File: src/verilog/hba_pkg.sv
`default_nettype none

package hba_pkg;

    // field widths
    localparam int BYTE_W     = 8;
    localparam int SLOT_W     = 3;
    localparam int REG_ADDR_W = 4;
    localparam int GPIO_W     = 4;

    typedef logic [BYTE_W-1:0]     byte_t;     // host and slot bus data
    typedef logic [SLOT_W-1:0]     slot_t;     // peripheral slot number
    typedef logic [REG_ADDR_W-1:0] reg_addr_t; // register offset in a slot
    typedef logic [GPIO_W-1:0]     gpio_t;     // slot 2 pin vector

    // slot map
    localparam slot_t SLOT_BASICIO = 3'd1;
    localparam slot_t SLOT_GPIO    = 3'd2;

    // basicio registers
    localparam reg_addr_t REG_LED    = 4'd0;
    localparam reg_addr_t REG_BUTTON = 4'd1;

    // gpio registers
    localparam reg_addr_t REG_GPIO_OE  = 4'd0;
    localparam reg_addr_t REG_GPIO_OUT = 4'd1;
    localparam reg_addr_t REG_GPIO_IN  = 4'd2; // read only

    localparam int CMD_CREDITS    = 4; // command buffer depth
    localparam int RSP_CREDITS    = 2; // host side response buffer
    localparam int RSP_FIFO_DEPTH = 2; // sender buffer
    localparam int HDR_WRITE_BIT  = 7;

    // counter and pointer widths
    localparam int CMD_PTR_W   = $clog2(CMD_CREDITS);
    localparam int CMD_CNT_W   = $clog2(CMD_CREDITS + 1);
    localparam int RSP_PTR_W   = $clog2(RSP_FIFO_DEPTH);
    localparam int RSP_CNT_W   = $clog2(RSP_FIFO_DEPTH + 1);
    localparam int HOST_CRED_W = $clog2(RSP_CREDITS + 1);

    typedef enum logic [1:0] {
        idle,      // waiting for a header byte
        wait_data, // write header seen, data byte next
        issue      // request held until the bus master takes it
    } parse_state_t;

endpackage

`default_nettype wire
File: src/verilog/hba_system.sv
`timescale 1ns/1ps
`default_nettype none

module hba_system (
    input  wire                 clk,
    input  wire                 arst_n,
    input  wire                 cmd_valid,
    input  wire hba_pkg::byte_t cmd_data,
    output logic                cmd_credit,
    output logic                rsp_valid,
    output hba_pkg::byte_t      rsp_data,
    input  wire                 rsp_credit,
    output hba_pkg::byte_t      led,
    input  wire hba_pkg::byte_t button,
    output hba_pkg::gpio_t      gpio_oe,
    output hba_pkg::gpio_t      gpio_out,
    input  wire hba_pkg::gpio_t gpio_in
);

    // parser to bus master
    logic               req_valid;
    logic               req_write;
    hba_pkg::slot_t     req_slot;
    hba_pkg::reg_addr_t req_addr;
    hba_pkg::byte_t     req_wdata;
    logic               req_ready;

    // slot bus
    logic               sel_basicio;
    logic               sel_gpio;
    logic               bus_wr;
    logic               bus_rd;
    hba_pkg::reg_addr_t bus_addr;
    hba_pkg::byte_t     bus_wdata;
    hba_pkg::byte_t     basicio_rdata;
    hba_pkg::byte_t     gpio_rdata;

    // bus master to sender
    logic               rsp_push;
    hba_pkg::byte_t     rsp_push_data;
    logic               rsp_pop_credit;

    hba_cmd_parser hba_cmd_parser_i (
        .clk, .arst_n, .cmd_valid, .cmd_data, .cmd_credit,
        .req_valid, .req_write, .req_slot, .req_addr, .req_wdata, .req_ready
    );

    hba_bus_master hba_bus_master_i (
        .clk, .arst_n,
        .req_valid, .req_write, .req_slot, .req_addr, .req_wdata, .req_ready,
        .sel_basicio, .sel_gpio, .bus_wr, .bus_rd, .bus_addr, .bus_wdata,
        .basicio_rdata, .gpio_rdata,
        .rsp_push, .rsp_push_data, .rsp_pop_credit
    );

    // slot 1
    hba_basicio hba_basicio_i (
        .clk, .arst_n, .sel(sel_basicio), .bus_wr, .bus_rd, .bus_addr, .bus_wdata,
        .rdata(basicio_rdata), .led, .button
    );

    // slot 2, pad tristate control stays outside
    hba_gpio hba_gpio_i (
        .clk, .arst_n, .sel(sel_gpio), .bus_wr, .bus_rd, .bus_addr, .bus_wdata,
        .rdata(gpio_rdata), .gpio_oe, .gpio_out, .gpio_in
    );

    hba_rsp_sender hba_rsp_sender_i (
        .clk, .arst_n, .rsp_push, .rsp_push_data, .rsp_pop_credit,
        .rsp_valid, .rsp_data, .rsp_credit
    );

endmodule

`default_nettype wire

File: src/verilog/hba_rsp_sender.sv
`timescale 1ns/1ps
`default_nettype none

module hba_rsp_sender (
    input  wire                 clk,
    input  wire                 arst_n,
    input  wire                 rsp_push,
    input  wire hba_pkg::byte_t rsp_push_data,
    output logic                rsp_pop_credit,
    output logic                rsp_valid,
    output hba_pkg::byte_t      rsp_data,
    input  wire                 rsp_credit
);

    hba_pkg::byte_t mem [hba_pkg::RSP_FIFO_DEPTH];
    logic [hba_pkg::RSP_PTR_W-1:0]   wr_ptr;
    logic [hba_pkg::RSP_PTR_W-1:0]   rd_ptr;
    logic [hba_pkg::RSP_CNT_W-1:0]   count;
    logic [hba_pkg::HOST_CRED_W-1:0] host_cred; // free slots at the host
    logic                            send;

    // head goes out only when the host has room
    assign send = (count != '0) && (host_cred != '0);

    always_ff @(posedge clk) begin
        if (rsp_push) mem[wr_ptr] <= rsp_push_data;
        if (send)     rsp_data    <= mem[rd_ptr];
    end

    always_ff @(posedge clk or negedge arst_n) begin
        if (!arst_n) begin
            wr_ptr         <= '0;
            rd_ptr         <= '0;
            count          <= '0;
            host_cred      <= hba_pkg::RSP_CREDITS[hba_pkg::HOST_CRED_W-1:0];
            rsp_valid      <= 1'b0;
            rsp_pop_credit <= 1'b0;
        end else begin
            rsp_valid      <= send;
            rsp_pop_credit <= send; // entry freed, tell the bus master
            if (rsp_push) wr_ptr <= wr_ptr + 1'b1;
            if (send)     rd_ptr <= rd_ptr + 1'b1;
            case ({rsp_push, send})
                2'b10:   count <= count + 1'b1;
                2'b01:   count <= count - 1'b1;
                default: ;
            endcase
            case ({send, rsp_credit})
                2'b10:   host_cred <= host_cred - 1'b1;
                2'b01:   host_cred <= host_cred + 1'b1;
                default: ;
            endcase
        end
    end

endmodule

`default_nettype wire

File: src/verilog/hba_gpio.sv
`timescale 1ns/1ps
`default_nettype none

module hba_gpio (
    input  wire                     clk,
    input  wire                     arst_n,
    input  wire                     sel,
    input  wire                     bus_wr,
    input  wire                     bus_rd,
    input  wire hba_pkg::reg_addr_t bus_addr,
    input  wire hba_pkg::byte_t     bus_wdata,
    output hba_pkg::byte_t          rdata,
    output hba_pkg::gpio_t          gpio_oe,
    output hba_pkg::gpio_t          gpio_out,
    input  wire hba_pkg::gpio_t     gpio_in
);

    hba_pkg::gpio_t in_meta;
    hba_pkg::gpio_t in_sync;  // pins after two flops
    hba_pkg::gpio_t rd_mux;
    logic           wr_en;

    assign wr_en = sel && bus_wr;

    always_comb begin
        case (bus_addr)
            hba_pkg::REG_GPIO_OE:  rd_mux = gpio_oe;
            hba_pkg::REG_GPIO_OUT: rd_mux = gpio_out;
            hba_pkg::REG_GPIO_IN:  rd_mux = in_sync;
            default:               rd_mux = '0;
        endcase
    end

    always_ff @(posedge clk or negedge arst_n) begin
        if (!arst_n) begin
            gpio_oe  <= '0; // all pins input
            gpio_out <= '0;
            in_meta  <= '0;
            in_sync  <= '0;
            rdata    <= '0;
        end else begin
            in_meta <= gpio_in;
            in_sync <= in_meta;
            // only low nibble of the bus byte is kept
            if (wr_en && bus_addr == hba_pkg::REG_GPIO_OE) begin
                gpio_oe <= bus_wdata[hba_pkg::GPIO_W-1:0];
            end
            if (wr_en && bus_addr == hba_pkg::REG_GPIO_OUT) begin
                gpio_out <= bus_wdata[hba_pkg::GPIO_W-1:0];
            end
            if (sel && bus_rd) begin
                rdata <= {{(hba_pkg::BYTE_W-hba_pkg::GPIO_W){1'b0}}, rd_mux};
            end else begin
                rdata <= '0;
            end
        end
    end

endmodule

`default_nettype wire

File: src/verilog/hba_basicio.sv
`timescale 1ns/1ps
`default_nettype none

module hba_basicio (
    input  wire                     clk,
    input  wire                     arst_n,
    input  wire                     sel,
    input  wire                     bus_wr,
    input  wire                     bus_rd,
    input  wire hba_pkg::reg_addr_t bus_addr,
    input  wire hba_pkg::byte_t     bus_wdata,
    output hba_pkg::byte_t          rdata,
    output hba_pkg::byte_t          led,
    input  wire hba_pkg::byte_t     button
);

    hba_pkg::byte_t btn_meta; // first sync stage
    hba_pkg::byte_t btn_sync;
    hba_pkg::byte_t rd_mux;

    always_comb begin
        case (bus_addr)
            hba_pkg::REG_LED:    rd_mux = led;
            hba_pkg::REG_BUTTON: rd_mux = btn_sync;
            default:             rd_mux = '0; // unused offsets
        endcase
    end

    always_ff @(posedge clk or negedge arst_n) begin
        if (!arst_n) begin
            led      <= '0;
            btn_meta <= '0;
            btn_sync <= '0;
            rdata    <= '0;
        end else begin
            btn_meta <= button;
            btn_sync <= btn_meta;
            if (sel && bus_wr && bus_addr == hba_pkg::REG_LED) led <= bus_wdata;
            rdata <= (sel && bus_rd) ? rd_mux : '0; // valid the cycle after rd
        end
    end

endmodule

`default_nettype wire

File: src/verilog/hba_bus_master.sv
`timescale 1ns/1ps
`default_nettype none

module hba_bus_master (
    input  wire                     clk,
    input  wire                     arst_n,
    input  wire                     req_valid,
    input  wire                     req_write,
    input  wire hba_pkg::slot_t     req_slot,
    input  wire hba_pkg::reg_addr_t req_addr,
    input  wire hba_pkg::byte_t     req_wdata,
    output logic                    req_ready,
    output logic                    sel_basicio,
    output logic                    sel_gpio,
    output logic                    bus_wr,
    output logic                    bus_rd,
    output hba_pkg::reg_addr_t      bus_addr,
    output hba_pkg::byte_t          bus_wdata,
    input  wire hba_pkg::byte_t     basicio_rdata,
    input  wire hba_pkg::byte_t     gpio_rdata,
    output logic                    rsp_push,
    output hba_pkg::byte_t          rsp_push_data,
    input  wire                     rsp_pop_credit
);

    logic [hba_pkg::RSP_CNT_W-1:0] rsp_cred; // free sender entries
    logic req_fire;
    logic hit_basicio;
    logic hit_gpio;
    logic rd_pend;      // read data arrives this cycle
    logic rd_basicio_q; // which slot the pending read went to
    logic rd_gpio_q;

    // slot decode lives here only
    assign hit_basicio = (req_slot == hba_pkg::SLOT_BASICIO);
    assign hit_gpio    = (req_slot == hba_pkg::SLOT_GPIO);

    // one read in flight at a time, reads need a free sender entry
    assign req_ready = !bus_rd && !rd_pend && (req_write || rsp_cred != '0);
    assign req_fire  = req_valid && req_ready;

    always_ff @(posedge clk or negedge arst_n) begin
        if (!arst_n) begin
            sel_basicio  <= 1'b0;
            sel_gpio     <= 1'b0;
            bus_wr       <= 1'b0;
            bus_rd       <= 1'b0;
            rd_pend      <= 1'b0;
            rd_basicio_q <= 1'b0;
            rd_gpio_q    <= 1'b0;
            rsp_cred     <= hba_pkg::RSP_FIFO_DEPTH[hba_pkg::RSP_CNT_W-1:0];
        end else begin
            // single strobe cycle per request
            bus_wr       <= req_fire && req_write;
            bus_rd       <= req_fire && !req_write;
            sel_basicio  <= req_fire && hit_basicio;
            sel_gpio     <= req_fire && hit_gpio;
            rd_pend      <= bus_rd;
            rd_basicio_q <= bus_rd && sel_basicio;
            rd_gpio_q    <= bus_rd && sel_gpio;
            case ({rsp_push, rsp_pop_credit})
                2'b10:   rsp_cred <= rsp_cred - 1'b1;
                2'b01:   rsp_cred <= rsp_cred + 1'b1;
                default: ; // push and return cancel out
            endcase
        end
    end

    always_ff @(posedge clk) begin
        if (req_fire) begin
            bus_addr  <= req_addr;
            bus_wdata <= req_wdata;
        end
    end

    // unmapped slot leaves both selects low, reads back zero
    assign rsp_push      = rd_pend;
    assign rsp_push_data = ({hba_pkg::BYTE_W{rd_basicio_q}} & basicio_rdata)
                         | ({hba_pkg::BYTE_W{rd_gpio_q}} & gpio_rdata);

endmodule

`default_nettype wire

File: src/verilog/hba_cmd_parser.sv
`timescale 1ns/1ps
`default_nettype none

module hba_cmd_parser (
    input  wire                     clk,
    input  wire                     arst_n,
    input  wire                     cmd_valid,
    input  wire hba_pkg::byte_t     cmd_data,
    output logic                    cmd_credit,
    output logic                    req_valid,
    output logic                    req_write,
    output hba_pkg::slot_t          req_slot,
    output hba_pkg::reg_addr_t      req_addr,
    output hba_pkg::byte_t          req_wdata,
    input  wire                     req_ready
);

    hba_pkg::byte_t mem [hba_pkg::CMD_CREDITS]; // command byte buffer
    logic [hba_pkg::CMD_PTR_W-1:0] wr_ptr;
    logic [hba_pkg::CMD_PTR_W-1:0] rd_ptr;
    logic [hba_pkg::CMD_CNT_W-1:0] count;      // bytes held
    hba_pkg::parse_state_t          state;
    hba_pkg::byte_t                 head;       // oldest byte
    logic                           pop;
    logic                           hdr_write;

    assign head      = mem[rd_ptr];
    assign hdr_write = head[hba_pkg::HDR_WRITE_BIT];
    assign req_valid = (state == hba_pkg::issue);

    // only pop while looking for a header or a data byte
    always_comb begin
        pop = 1'b0;
        if (state != hba_pkg::issue) begin
            pop = (count != '0);
        end
    end

    // buffer writes, host never overruns its credits
    always_ff @(posedge clk) begin
        if (cmd_valid) begin
            mem[wr_ptr] <= cmd_data;
        end
    end

    always_ff @(posedge clk or negedge arst_n) begin
        if (!arst_n) begin
            wr_ptr     <= '0;
            rd_ptr     <= '0;
            count      <= '0;
            cmd_credit <= 1'b0;
            state      <= hba_pkg::idle;
        end else begin
            cmd_credit <= pop; // one credit back per popped byte
            if (cmd_valid) wr_ptr <= wr_ptr + 1'b1;
            if (pop)       rd_ptr <= rd_ptr + 1'b1;
            case ({cmd_valid, pop})
                2'b10:   count <= count + 1'b1;
                2'b01:   count <= count - 1'b1;
                default: ;
            endcase
            case (state)
                hba_pkg::idle: begin
                    if (pop) state <= hdr_write ? hba_pkg::wait_data : hba_pkg::issue;
                end
                hba_pkg::wait_data: begin
                    if (pop) state <= hba_pkg::issue;
                end
                default: begin
                    if (req_ready) state <= hba_pkg::idle; // request taken
                end
            endcase
        end
    end

    // request fields, loaded as bytes are popped
    always_ff @(posedge clk) begin
        if (pop && state == hba_pkg::idle) begin
            req_write <= hdr_write;
            req_slot  <= head[hba_pkg::REG_ADDR_W +: hba_pkg::SLOT_W];
            req_addr  <= head[hba_pkg::REG_ADDR_W-1:0];
        end
        if (pop && state == hba_pkg::wait_data) begin
            req_wdata <= head;
        end
    end

endmodule

`default_nettype wire

File: config.mk
export PLATFORM = sky130hd
export DESIGN_NAME = hba_system
export DESIGN_NICKNAME = d
export VERILOG_FILES = /design/src/verilog/hba_pkg.sv /design/src/verilog/hba_system.sv /design/src/verilog/hba_rsp_sender.sv /design/src/verilog/hba_gpio.sv /design/src/verilog/hba_basicio.sv /design/src/verilog/hba_bus_master.sv /design/src/verilog/hba_cmd_parser.sv
export SDC_FILE = /design/constraint.sdc
export NUM_CORES = 1
export LEC_CHECK = 0
export ABC_AREA = 1
export BUFFER_PORTS_ARGS = -buffer_cell sky130_fd_sc_hd__buf_2
export CAP_MARGIN = 20
export CORE_UTILIZATION = 30
export CTS_CLUSTER_SIZE = 40
export DETAILED_ROUTE_END_ITERATION = 7
export MAX_ROUTING_LAYER = met4
export PLACE_DENSITY = 0.47
export SYNTH_ARGS = -nofsm -noshare
export SYNTH_HDL_FRONTEND = slang
export SYNTH_HIERARCHICAL = 1
export SYNTH_SLANG_ARGS = --single-unit
export TNS_END_PERCENT = 5
File: constraint.sdc
create_clock -name clk -period 2.5 [get_ports clk]
set_input_delay 0.75 -clock clk [delete_from_list [all_inputs] [get_ports clk]]
set_output_delay 0.75 -clock clk [all_outputs]
set_load 0.02 [all_outputs]
# After elaboration in Yosys (flattened, before gate mapping)
# Memory sizes are Yosys's and may differ from the RTL's. A register that Yosys moved wholly into a read port is not among the register bits.
# Index checks and enable logic that the tools add are counted.
[totals]
reg_bits = 106
latch_bits = 0
mem_bits_rw = 48
mem_bits_ro = 0
out_inout_bits = 26
elab_cells = 118
memories = 2
[op_classes]
addsub = 12
mul = 0
div = 0
magnitude_cmp = 0
eq_ne = 17
n_shift = 0
muxes = 18
bitwise_logic = 3
n_reduce_logical = 33
[mem_list]
columns = ["name", "depth", "word_bits", "read_ports", "rd_clocked_by_memory_dff", "wr", "line", "rtl"]
rows = [
  ["hba_cmd_parser_i.mem", 4, 8, 1, 0, 1, "hba_cmd_parser.sv:18", "hba_pkg::byte_t mem [hba_pkg::CMD_CREDITS];"],
  ["hba_rsp_sender_i.mem", 2, 8, 1, 1, 1, "hba_rsp_sender.sv:15", "hba_pkg::byte_t mem [hba_pkg::RSP_FIFO_DEPTH];"],
]
[op_table]
columns = ["cell", "n"]
rows = [
  ["1-bit logical AND", 17],
  ["2-bit case mux with 2 select lines", 4],
  ["8-bit case mux with 2 select lines", 1],
  ["2-bit nonzero test", 7],
  ["4-bit case mux with 3 select lines", 1],
  ["2-bit by 1-bit adder with 2-bit output, second input constant", 5],
  ["2-bit by 1-bit equality test with 1-bit output, second input constant", 5],
  ["2-bit equality test, second input constant", 5],
  ["8-bit by 4-bit bitwise AND with 8-bit output", 1],
  ["8-bit bitwise AND", 1],
  ["2-bit two-way mux", 4],
  ["8-bit two-way mux", 1],
  ["8-bit bitwise OR", 1],
  ["3-bit case mux with 2 select lines", 1],
  ["3-bit nonzero test", 2],
  ["2-bit by 1-bit subtractor with 2-bit output, second input constant", 3],
  ["1-bit two-way mux", 5],
  ["4-bit by 1-bit equality test with 1-bit output, second input constant", 1],
  ["4-bit by 2-bit equality test with 1-bit output, second input constant", 1],
  ["4-bit zero test", 1],
  ["4-bit two-way mux", 1],
  ["2-bit by 1-bit != test with 1-bit output, second input constant", 2],
  ["3-bit by 1-bit adder with 3-bit output, second input constant", 1],
  ["3-bit by 1-bit equality test with 1-bit output, second input constant", 1],
  ["other kinds (8)", 11],
]

# Depth between registers and ports, before layout
[logic_depth]
depth_word = 5
ltp_mapped = 10
ltp_nobuf = 10

# Hierarchy
# Netlist, hierarchy kept.
[by_module_without_submodules]
columns = ["module", "n_inst", "cells_each", "area_per_inst_um2"]
rows = [
  ["hba_cmd_parser", 1, 171, 2292.2],
  ["hba_rsp_sender", 1, 93, 1197.4],
  ["hba_basicio", 1, 90, 1139.8],
  ["hba_gpio", 1, 87, 840.8],
  ["hba_bus_master", 1, 66, 839.6],
]

# Worst setup path after synthesis
# No wires, ideal clock.
[synth_timing]
path_kind = "input-to-reg"
startpoint = "input port cmd_valid"
endpoint = "register hba_cmd_parser_i/count[2] (netlist bit)"
setup_time_ps = 79
t_arrival_ps = 1903
required_ps = 2421
path_slack_ps = 517
cell_stages = 8
cell_sequence = "buf_2 inv_1 ha_1 inv_1 fa_1 or2_0 nand2_1 xor2_1"
[synth_between]
elab_chain_len = 2
word_cells_on_any_way = 4
cone_classes = "eq/ne: 2; mux: 1; reduce/logical: 1"
[synth_lines]
columns = ["element", "line", "rtl"]
rows = [
  ["start: declaration", "hba_system.sv:7", "input wire cmd_valid,"],
  ["2-bit by 1-bit equality test with 1-bit output / 2-bit equality test (equally long branches)", "hba_cmd_parser.sv:57", "case ({cmd_valid, pop})"],
  ["3-bit case mux with 2 select lines / 2-bit nonzero test (equally long branches)", "n/a", ""],
  ["end signal: assignment", "hba_cmd_parser.sv:58", "2'b10: count <= count + 1'b1;"],
  ["end signal: assignment", "hba_cmd_parser.sv:59", "2'b01: count <= count - 1'b1;"],
  ["end: declaration", "hba_cmd_parser.sv:21", "logic [hba_pkg::CMD_CNT_W-1:0] count;"],
]
# Parallel ways exist; a longest one is shown, timed or not.
# A chain may end at the register's enable or synchronous reset.

# Worst setup path in the final report
[layout_timing]
startpoint = "register hba_cmd_parser_i/count[0] (netlist bit)"
endpoint = "register hba_cmd_parser_i/count[2] (netlist bit)"
[layout_between]
elab_chain_len = 4
word_cells_on_any_way = 8
cone_classes = "add/sub: 2; eq/ne: 2; mux: 2; reduce/logical: 2"
[layout_lines]
columns = ["element", "line", "rtl"]
rows = [
  ["3-bit nonzero test (*)", "hba_cmd_parser.sv:35", "pop = (count != '0);"],
  ["1-bit two-way mux (*)", "hba_cmd_parser.sv:34", "if (state != hba_pkg::issue) begin"],
  ["via hba_cmd_parser_i.pop", "hba_cmd_parser.sv:24", "logic pop;"],
  ["2-bit by 1-bit equality test with 1-bit output / 2-bit equality test (equally long branches)", "hba_cmd_parser.sv:57", ""],
  ["3-bit case mux with 2 select lines / 2-bit nonzero test (equally long branches)", "n/a", ""],
]
# The timed path passes the listed nets; every way through them passes the cells marked *.

==> qor.csv <==
metric;value;unit
Layout Cells excl Fill;847;
Final Max Slew Viols;0;
initial antenna violation count;0;
highest-delay cell along the critical path;dfrtp_1;
worst hold path class;input pin to asynchronous set/reset pin;
NumNets Final;597;
startpoint types;register;
Yosys warnings;6;
Antenna Nets Post-Route;0;
Clock Skews;0.00991;ns
Inst Count DP;815;
boundary pin count;50;
CP Buf/Inv Count;2;
flops & latches, synth;162;
post-place setup slack;0.402;ns
total negative slack;0;ns
sequential share of the synthesized area;70.9;%
die area;21600;um^2
Core ar.;20400;um^2
Chip Height;147;um
worst path cell trace;nor2_1 > nand2_1 > o21ai_2 > inv_1 > ha_1 > inv_1 > fa_1 > or2_0 > nand2_1 > xor2_1;
FMAX;535;MHz
CTS H-tree depth;4;
via count;3584;
Residual DRC;0;
Power per Cell Area;994;nW/um^2
DR pass1 iterations;4;
Worst Path Max Fanout;3;
CTS root buffer;clkbuf_16;
Worst Path Arrival;2.22;ns
final period utilization;74.7;%
status;complete, no violations;
final hold viol count;0;
max-cap check violation count;0;
cts hold-fix bufs;0;
Leak;3.20;nW
Cell Rows;52;
number of DRC markers in iteration 0;156;
Placer Congestion;0.729;
final WL;10900;um
die width;147;um
final setup fails;0;
Slew HR;51.2;%
min Tclk post-route;1.87;ns
Sink Count;162;
global-route wire length before repair;18300;um
ant diodes;0;
total CTS buffers;17;
post-DP HPWL;7850;um
Buffers on Ports;49;
gate count after technology mapping;507;
post-CTS setup buffers;0;
gr usage total;11.5;%
wire per inst;12.9;um
Synth-to-Final Area Change;16.7;%
maximum VDD drop;491;uV
slowest stage delay, CP;0.39;ns
RSZ-0062 raised after global routing;false;
leading cell type in the layout, fill and taps excluded;nand2_1;
CTS tree;built;
largest net degree at the start of global routing;39;
Design Area, Final;7370;um^2
Clock transition at path regs;0.06;ns
Worst Tran Pin Value;0.731;ns
final setup margin;0.631;ns
CP Class;register to register;
vias in the first global route;3596;
Starting Density;30.9;%
commonest non-fill, non-tap cells in the layout;95 x nand2_1, 84 x edfxtp_1, 76 x dfrtp_1, 56 x inv_1, 48 x buf_2;
grt ovf;0;
Bufs on Longest Clock Path;2;
post-CTS sizing;0;
Syn Area/Cell;12.4;um^2
vias per std cell;4.23;
Clk Latency, worst-skew pair;0.42;ns
layout cells sized above 1;19.9;%
Netlist cell types;33;
Fill cells;2026;
Mapped Area;6310;um^2
area post-placement;6800;um^2
CP required;2.85;ns
top cell family by delay on the critical path;adder cells;
Worst setup EP type;register;
## metal layers
| metal | vias to the layer above | global-route usage, % | wire length [um] |
|---|---|---|---|
| met2 | 52 | 19.1 | 5580 |
| met5 | - | - | 0 |
| li1 | 1799 | - | - |
| met1 | 1719 | 12.8 | 4810 |
| met3 | 14 | 3.66 | 363 |
| met4 | 0 | 4.95 | 190 |
## kinds of logic (layout without fill, tap and decap cells)
family / after synthesis / after routing / share of synthesized area, %
buf+inv: 77 / 144 / 5.85
fa+ha+maj: 9 / 9 / 1.90
xor+xnor: 8 / 8 / 1.11
simple gates: 190 / 190 / 14.1
flops: 162 / 162 / 70.9
other cells: 1 / 4 / 0.0594
compound gates: 60 / 60 / 6.01
## registers in the layout (all words and copies together) (netlist names), 8 cells and up
signal                      cells
hba_rsp_sender_i/mem           16
hba_cmd_parser_i/mem           32
hba_basicio_i/btn_sync          8
hba_basicio_i/btn_meta          8
hba_rsp_sender_i/rsp_data       8
hba_cmd_parser_i/req_wdata      8
hba_basicio_i/led               8
hba_basicio_i/rdata             8
hba_bus_master_i/bus_wdata      8
## worst paths after layout
check | startpoint | to | slack [ns] | cells past startpoint
min in group clk | hba_basicio_i/btn_meta[1]$_DFF_PN0_ | hba_basicio_i/btn_sync[1]$_DFF_PN0_ | 0.35 | 0
max | hba_cmd_parser_i/count[0]$_DFFE_PN0P_ | hba_cmd_parser_i/count[2]$_DFFE_PN0P_ | 0.63 | 10
max reg2reg | hba_cmd_parser_i/count[0]$_DFFE_PN0P_ | hba_cmd_parser_i/count[2]$_DFFE_PN0P_ | 0.63 | 10
min | arst_n | hba_basicio_i/btn_meta[2]$_DFF_PN0_ | 0.29 | 1
min reg2reg | hba_basicio_i/btn_meta[1]$_DFF_PN0_ | hba_basicio_i/btn_sync[1]$_DFF_PN0_ | 0.35 | 0
max in group asynchronous | arst_n | hba_gpio_i/gpio_out[1]$_DFFE_PN0P_ | 1.56 | 2
## cell type report
| type | count | area [um^2] | share of cell area, % |
|---|---|---|---|
| Clock buffer | 28 | 518 | 7.03 |
| Sequential cell | 162 | 4480 | 60.8 |
| Inverter | 61 | 236 | 3.21 |
| Multi-Input combinational cell | 271 | 1480 | 20.0 |
| Tap cell | 270 | 338 | 4.59 |
| Timing Repair Buffer | 51 | 275 | 3.74 |
| Clock inverter | 4 | 46.3 | 0.629 |
## cell usage after synthesis
| library cell | n | area [um^2] |
|---|---|---|
| or2_0 | 1 | 6.26 |
| a21oi_1 | 9 | 45.0 |
| buf_2 | 4 | 20.0 |
| o22ai_1 | 7 | 43.8 |
| inv_8 | 1 | 11.3 |
| or2_1 | 1 | 6.26 |
| buf_4 | 6 | 45.0 |
| o21ai_2 | 10 | 87.6 |
| o211ai_1 | 1 | 7.51 |
| nand2_1 | 95 | 357 |
| fa_1 | 1 | 20.0 |
| inv_2 | 4 | 15.0 |
| a22o_1 | 8 | 70.1 |
| nand3_2 | 3 | 30.0 |
| and2_2 | 1 | 7.51 |
| edfxtp_1 | 84 | 2520 |
| nand4_1 | 5 | 31.3 |
| o21ai_0 | 15 | 75.1 |
| buf_6 | 6 | 67.6 |
| dfstp_2 | 2 | 52.6 |
| nor2_1 | 25 | 93.8 |
| nor2_4 | 6 | 67.6 |
| inv_1 | 56 | 210 |
| ha_1 | 8 | 100 |
| nand3_1 | 41 | 205 |
| conb_1 | 1 | 3.75 |
| nand2_2 | 8 | 50.1 |
| nor2_2 | 3 | 18.8 |
| nand3_4 | 1 | 17.5 |
| xor2_1 | 4 | 35.0 |
| xnor2_1 | 4 | 35.0 |
| dfrtp_1 | 76 | 1900 |
| o21ai_1 | 10 | 50.1 |
## metrics by stage
step | total power [mW] | hold WS [ns] | util (%)
after floorplan | 4.60 | 0.331 | -
after global placement | 4.88 | 0.334 | 33.3
after detailed placement | 4.93 | 0.336 | 33.3
after CTS | 7.44 | 0.309 | 36.1
after global routing | 7.75 | 0.329 | 36.1
final | 7.33 | 0.294 | 36.1
## power by group
part	switching, mW	total [mW]	internal (mW)
clock network	0.955	2.46	1.51
registers	0.290	3.64	3.35
logic	0.833	1.22	0.387
(Power assumes the default switching activity.)
